**config.mk**
```make
export PLATFORM = sky130hd
export DESIGN_NAME = init_sweep
export DESIGN_NICKNAME = d
export VERILOG_FILES = /design/src/design/icache_pkg.sv /design/src/design/init_sweep.sv
export SDC_FILE = /design/constraint.sdc
export NUM_CORES = 1
export LEC_CHECK = 0
export BUFFER_PORTS_ARGS = -buffer_cell sky130_fd_sc_hd__buf_2
export CAP_MARGIN = 20
export CORE_AREA = 2 2 39 41
export CTS_CLUSTER_DIAMETER = 60
export DETAILED_ROUTE_END_ITERATION = 8
export DIE_AREA = 0 0 41 43
export PLACE_DENSITY = 0.35
export SLEW_MARGIN = 20
export SYNTH_ARGS = -nofsm -noshare
export SYNTH_HDL_FRONTEND = slang
export SYNTH_SLANG_ARGS = --single-unit
```
**constraint.sdc**
```tcl
create_clock -name clk -period 0.95 [get_ports clk]
set_input_delay 0.095 -clock clk [delete_from_list [all_inputs] [get_ports clk]]
set_output_delay 0.095 -clock clk [all_outputs]
set_load 0.05 [all_outputs]
```
**src/design/icache_pkg.sv**
```systemverilog
// Instruction cache data array widths, fetch address layout and line types
package icache_pkg;

  // Fetch address split, tag on top
  localparam int TAG_BITS   = 18;
  localparam int SET_BITS   = 4;
  localparam int CHUNK_BITS = 2;

  localparam int FETCH_ADDR_WIDTH = TAG_BITS + SET_BITS + CHUNK_BITS;

  localparam int SETS = 1 << SET_BITS;

  // A line is CHUNKS fetch chunks side by side
  localparam int CHUNKS      = 1 << CHUNK_BITS;
  localparam int CHUNK_WIDTH = 64;
  localparam int LINE_WIDTH  = CHUNKS * CHUNK_WIDTH;

  typedef logic [SET_BITS-1:0] set_idx_t;

  typedef logic [LINE_WIDTH-1:0] line_t;

  // One used flag per chunk of a line
  typedef logic [CHUNKS-1:0] chunk_flags_t;

  typedef struct packed {
    logic [TAG_BITS-1:0]   tag;
    set_idx_t              set;
    logic [CHUNK_BITS-1:0] chunk;
  } fetch_fields_t;

  // Ports move the raw word, the ways look at the fields
  typedef union packed {
    logic [FETCH_ADDR_WIDTH-1:0] raw;
    fetch_fields_t               fields;
  } fetch_addr_u;

endpackage
```
**src/design/init_sweep.sv**
```systemverilog
// Set counter that clears every valid bit after reset or invalidate and drives ready
`timescale 1ns/100ps

module init_sweep import icache_pkg::*; (
  input  logic     clk,
  input  logic     rst,
  input  logic     invalidate,
  output logic     sweep,
  output set_idx_t sweep_set,
  output logic     ready
);

  always_ff @(posedge clk) begin
    if (rst || invalidate) begin
      sweep     <= 1'b1;
      sweep_set <= '0;
    end else if (sweep) begin
      sweep_set <= sweep_set + set_idx_t'(1);   // Wraps back to zero after the last set
      if (sweep_set == set_idx_t'(SETS - 1)) begin
        sweep <= 1'b0;
      end
    end
  end

  // Ready for fetches once the last set has been cleared
  assign ready = !sweep;

endmodule

```
Word level (Yosys, flattened, before mapping). Index checks and enable logic that the tools add are counted.

Output and inout port bits: 6. RAM bits: 0. Bits in latches: 0. Input port bits: 3. Bits in registers: 5. Memories: 0. ROM bits: 0.

Div/mod/pow operators: 0. $lt $le $gt $ge: 0. Reduce and logical (&&, ||, !) cells: 2. Multipliers: 0. Bitwise operators: 0. Mux-type cells: 2. Add/subtract/negate cells: 1. Equality and inequality tests: 1. Shift operators: 0.

Operators with widths (number): $add 4x1->4 const B (1); $eq 4x4->1 const B (1); $mux 1 (2); $logic_not 1->1 (1); $logic_or 1x1->1 (1).

Longest topological paths before layout.
Word-level depth: 3. Depth in mapped cells: 3. Mapped depth without buffers: 3.

Least setup slack after synthesis. No wires, ideal clock.

Path type: reg-to-reg. From: register sweep_set[0]. To: register sweep. Slack: -412 ps. Clock period less this slack: 1362 ps. Stages on the path, launching flop included: 4. Data arrival time: 1248 ps. Buffers on the path: 0. Data required time: 836 ps. Path through: dfxtp_1 ha_1 nand3_1 a21o_1.

Cells in the longest elaborated chain, start to end: 3.

Ends and longest elaborated chain: from (decl) (RTL line init_sweep.sv:9) `output set_idx_t sweep_set,`; from (signal assigned) (RTL line init_sweep.sv:18) `sweep_set <= sweep_set + set_idx_t'(1);`; $eq 4x4->1 (RTL line init_sweep.sv:19) `if (sweep_set == set_idx_t'(SETS - 1)) begin`; $mux 1 (RTL line init_sweep.sv:19); $mux 1 (RTL line init_sweep.sv:17) `end else if (sweep) begin`; to (signal assigned) (RTL line init_sweep.sv:15) `sweep <= 1'b1;`; to (signal assigned) (RTL line init_sweep.sv:20) `sweep <= 1'b0;`; to (decl) (RTL line init_sweep.sv:8) `output logic sweep,`.

No other way between the ends. A chain may end at the register's enable or synchronous reset.

Worst setup path after layout.
From: register sweep. To: output sweep.

No word-level cell between the ends.

==> impl_metrics.json <==
{
  "root_buffer": "clkbuf_4",
  "cp_slowest_cell": "dfxtp_4",
  "cp.required_ns": 0.85,
  "numCtsBuffers": 3,
  "seq_area_frac_synth_pct": 41.0,
  "end_kind": "output pin",
  "antenna_found_initial": 0,
  "rows": 14,
  "crit_chain": "buf_4",
  "ios": 9,
  "viasPerCell": 3.84,
  "grt_overflow": 0,
  "syn_to_final_growth_pct": 56.9,
  "yosysWarnings": 0,
  "period_needed_ns": 0.913,
  "status": "completed",
  "ant_nets": 0,
  "design_area_um2": 383,
  "maxSlewViolCount": 0,
  "grt_pass1_wl_um": 779,
  "htreeDepth": 1,
  "syn_nets": 26,
  "critPathMaxFanout": 5,
  "setup_viol": 0,
  "core_area_mm2": 0.00138,
  "nets": 39,
  "syn_area_um2": 244,
  "drt-initial-drc-count": 0,
  "drive_above_1_share_pct": 58.8,
  "clkTransAtPathRegs_ns": 0.04,
  "n_antenna_cell": 0,
  "portBuffers": 8,
  "crit_type": "reg2out",
  "post-dp-hpwl_um": 339,
  "relSlewSlack_pct": 89.0,
  "drtPass1Iterations": 1,
  "initial_utilization_pct": 17.6,
  "critPathLaunchType": "flip-flop",
  "placed_area_um2": 307,
  "gp_congestion": 0.713,
  "cts_max_path_buffers": 2,
  "rsz0062_at_grt": "yes",
  "slowest_delay_ns": 0.38,
  "grt_use_total_pct": 7.34,
  "finalPower_mw": 0.513,
  "timing.fmax_mhz": 1100,
  "cp_top_family": "flip-flops",
  "drv_cap": 0,
  "ys_types": 17,
  "p_per_area_mw_per_mm2": 1340,
  "synth_area_per_cell_um2": 11.1,
  "hold_viol": 0,
  "die_area_mm2": 0.00176,
  "fin_crit_sh_pct": 96.1,
  "grt_max_degree": 6,
  "peakVddDrop_uv": 407,
  "wl_um": 484,
  "cts_tree": "yes",
  "fp.dieW_um": 41,
  "synth_seq_cells": 5,
  "vias": 192,
  "avgRoutedWirePerCell_um": 9.68,
  "grt_pass1_vias": 190,
  "total_leakage_power_nw": 0.159,
  "drc": 0,
  "tightest_slew_ns": 0.164,
  "die_h_um": 43,
  "holdCritPathClass": "in2reg",
  "reg2reg_slack_ns": 0.05,
  "fin_skew_ns": 0.00501,
  "cts_sinks": 5,
  "arrival_ns": 0.82,
  "postCtsHoldBufs": 0,
  "postSynthCellCount": 22,
  "path_buf_inv": 1,
  "worstSkewPairLatency_ns": 0.24,
  "num-fill-cells": 154
}
-- synthesized netlist by cell type --
master,instances,share of area (%)
or2_1,1,2.6
nand3b_1,1,3.1
dfxtp_1,5,41
a21bo_1,1,4.1
mux2_4,1,6.2
a21o_1,1,3.1
xnor2_1,1,3.6
buf_6,1,4.6
ha_1,1,5.1
nor2_1,2,3.1
mux2i_1,1,4.1
inv_1,1,1.5
nor3b_1,1,3.1
nand3_1,1,2.0
nor3_1,1,2.0
nand4_4,1,8.7
a21oi_1,1,2.0
-- final timing paths --
| path | startpoint | end | depth (start not counted) |
|---|---|---|---|
| worst max-delay path | sweep$_SDFF_PP1_ | sweep | 1 |
| worst min-delay path | rst | sweep_set[0]$_SDFFE_PP0P_ | 3 |
| worst max register to register | sweep_set[2]$_SDFFE_PP0P_ | sweep_set[3]$_SDFFE_PP0P_ | 2 |
| worst min register to register | sweep_set[3]$_SDFFE_PP0P_ | sweep$_SDFF_PP1_ | 2 |
-- where the power goes --
group / switching [mW] / internal [mW] / leakage [nW]
registers: 0.00924 / 0.209 / 0.0429
logic: 0.0255 / 0.0191 / 0.101
clock network: 0.0908 / 0.159 / 0.0150
total: 0.125 / 0.387 / 0.159
-- registers in the layout, summed over array words and instances, names as in the netlist --
name	count
sweep	1
sweep_set	4
-- cell type report --
type                       instances  area [um^2]  area share [%]
clock buffer                       4         26.3            6.86
inverter                           1         3.75           0.980
multi-input combinational         15          141            36.9
sequential                         5          114            29.7
tap                               16         20.0            5.23
timing repair buffer               9         77.6            20.3
-- routing by layer --
metal / global-route usage, % / wire (um) / share of wire [%]
met5: 0 / 0 / 0
met4: 8.00 / 0 / 0
met3: 3.14 / 37 / 7.6
met2: 8.75 / 248 / 51
met1: 8.74 / 198 / 41
-- cells in the final DEF, fill, tap and decap left out --
cell      netlist  routed
buf_6           1       4
clkbuf_1        0       1
nor3_1          1       1
a21oi_1         1       1
mux2i_1         1       1
ha_4            0       1
nand3b_1        1       1
clkbuf_4        0       3
nor3b_1         1       1
or2_1           1       1
inv_1           1       1
nand3_1         1       1
nand4_4         1       1
a21bo_1         1       1
buf_2           0       2
dfxtp_2         0       2
mux2_4          1       1
nor2_1          2       2
xnor2_1         1       1
dfxtp_4         0       3
a21o_1          1       1
buf_4           0       3
-- timing repair --
item	in CTS	in global routing
setup endpoints to repair	7	5
gates resized for setup	7	5
hold endpoints to repair	0	0
pin swaps	0	0
buffers inserted	1	0
cloned	0	0
-- cells by family (layout without fill, tap and decap cells) --
| kind of cell | after synthesis | in the layout | share of synthesized area (%) |
|---|---|---|---|
| fa+ha+maj | 1 | 1 | 5.13 |
| compound gates | 3 | 3 | 9.23 |
| simple gates | 8 | 8 | 24.6 |
| buf+inv | 2 | 14 | 6.15 |
| flops | 5 | 5 | 41.0 |
| mux | 2 | 2 | 10.3 |
| xor+xnor | 1 | 1 | 3.59 |
-- per-stage QoR --
stage / instances / setup slack [ns] / utilization, % / setup TNS (ns) / hold slack, ns
after floorplan: 22 / -0.125 / - / -0.256 / 0.307
after global placement: 45 / 0.0100 / 22.2 / 0 / 0.474
after detailed placement: 45 / 0.00620 / 22.2 / 0 / 0.469
after CTS: 50 / 0.00561 / 25.9 / 0 / 0.207
after global routing: 50 / -0.00737 / 27.7 / -0.0105 / 0.243
final: 50 / 0.0370 / 27.7 / 0 / 0.214
Power figures use the tool's default switching activity.
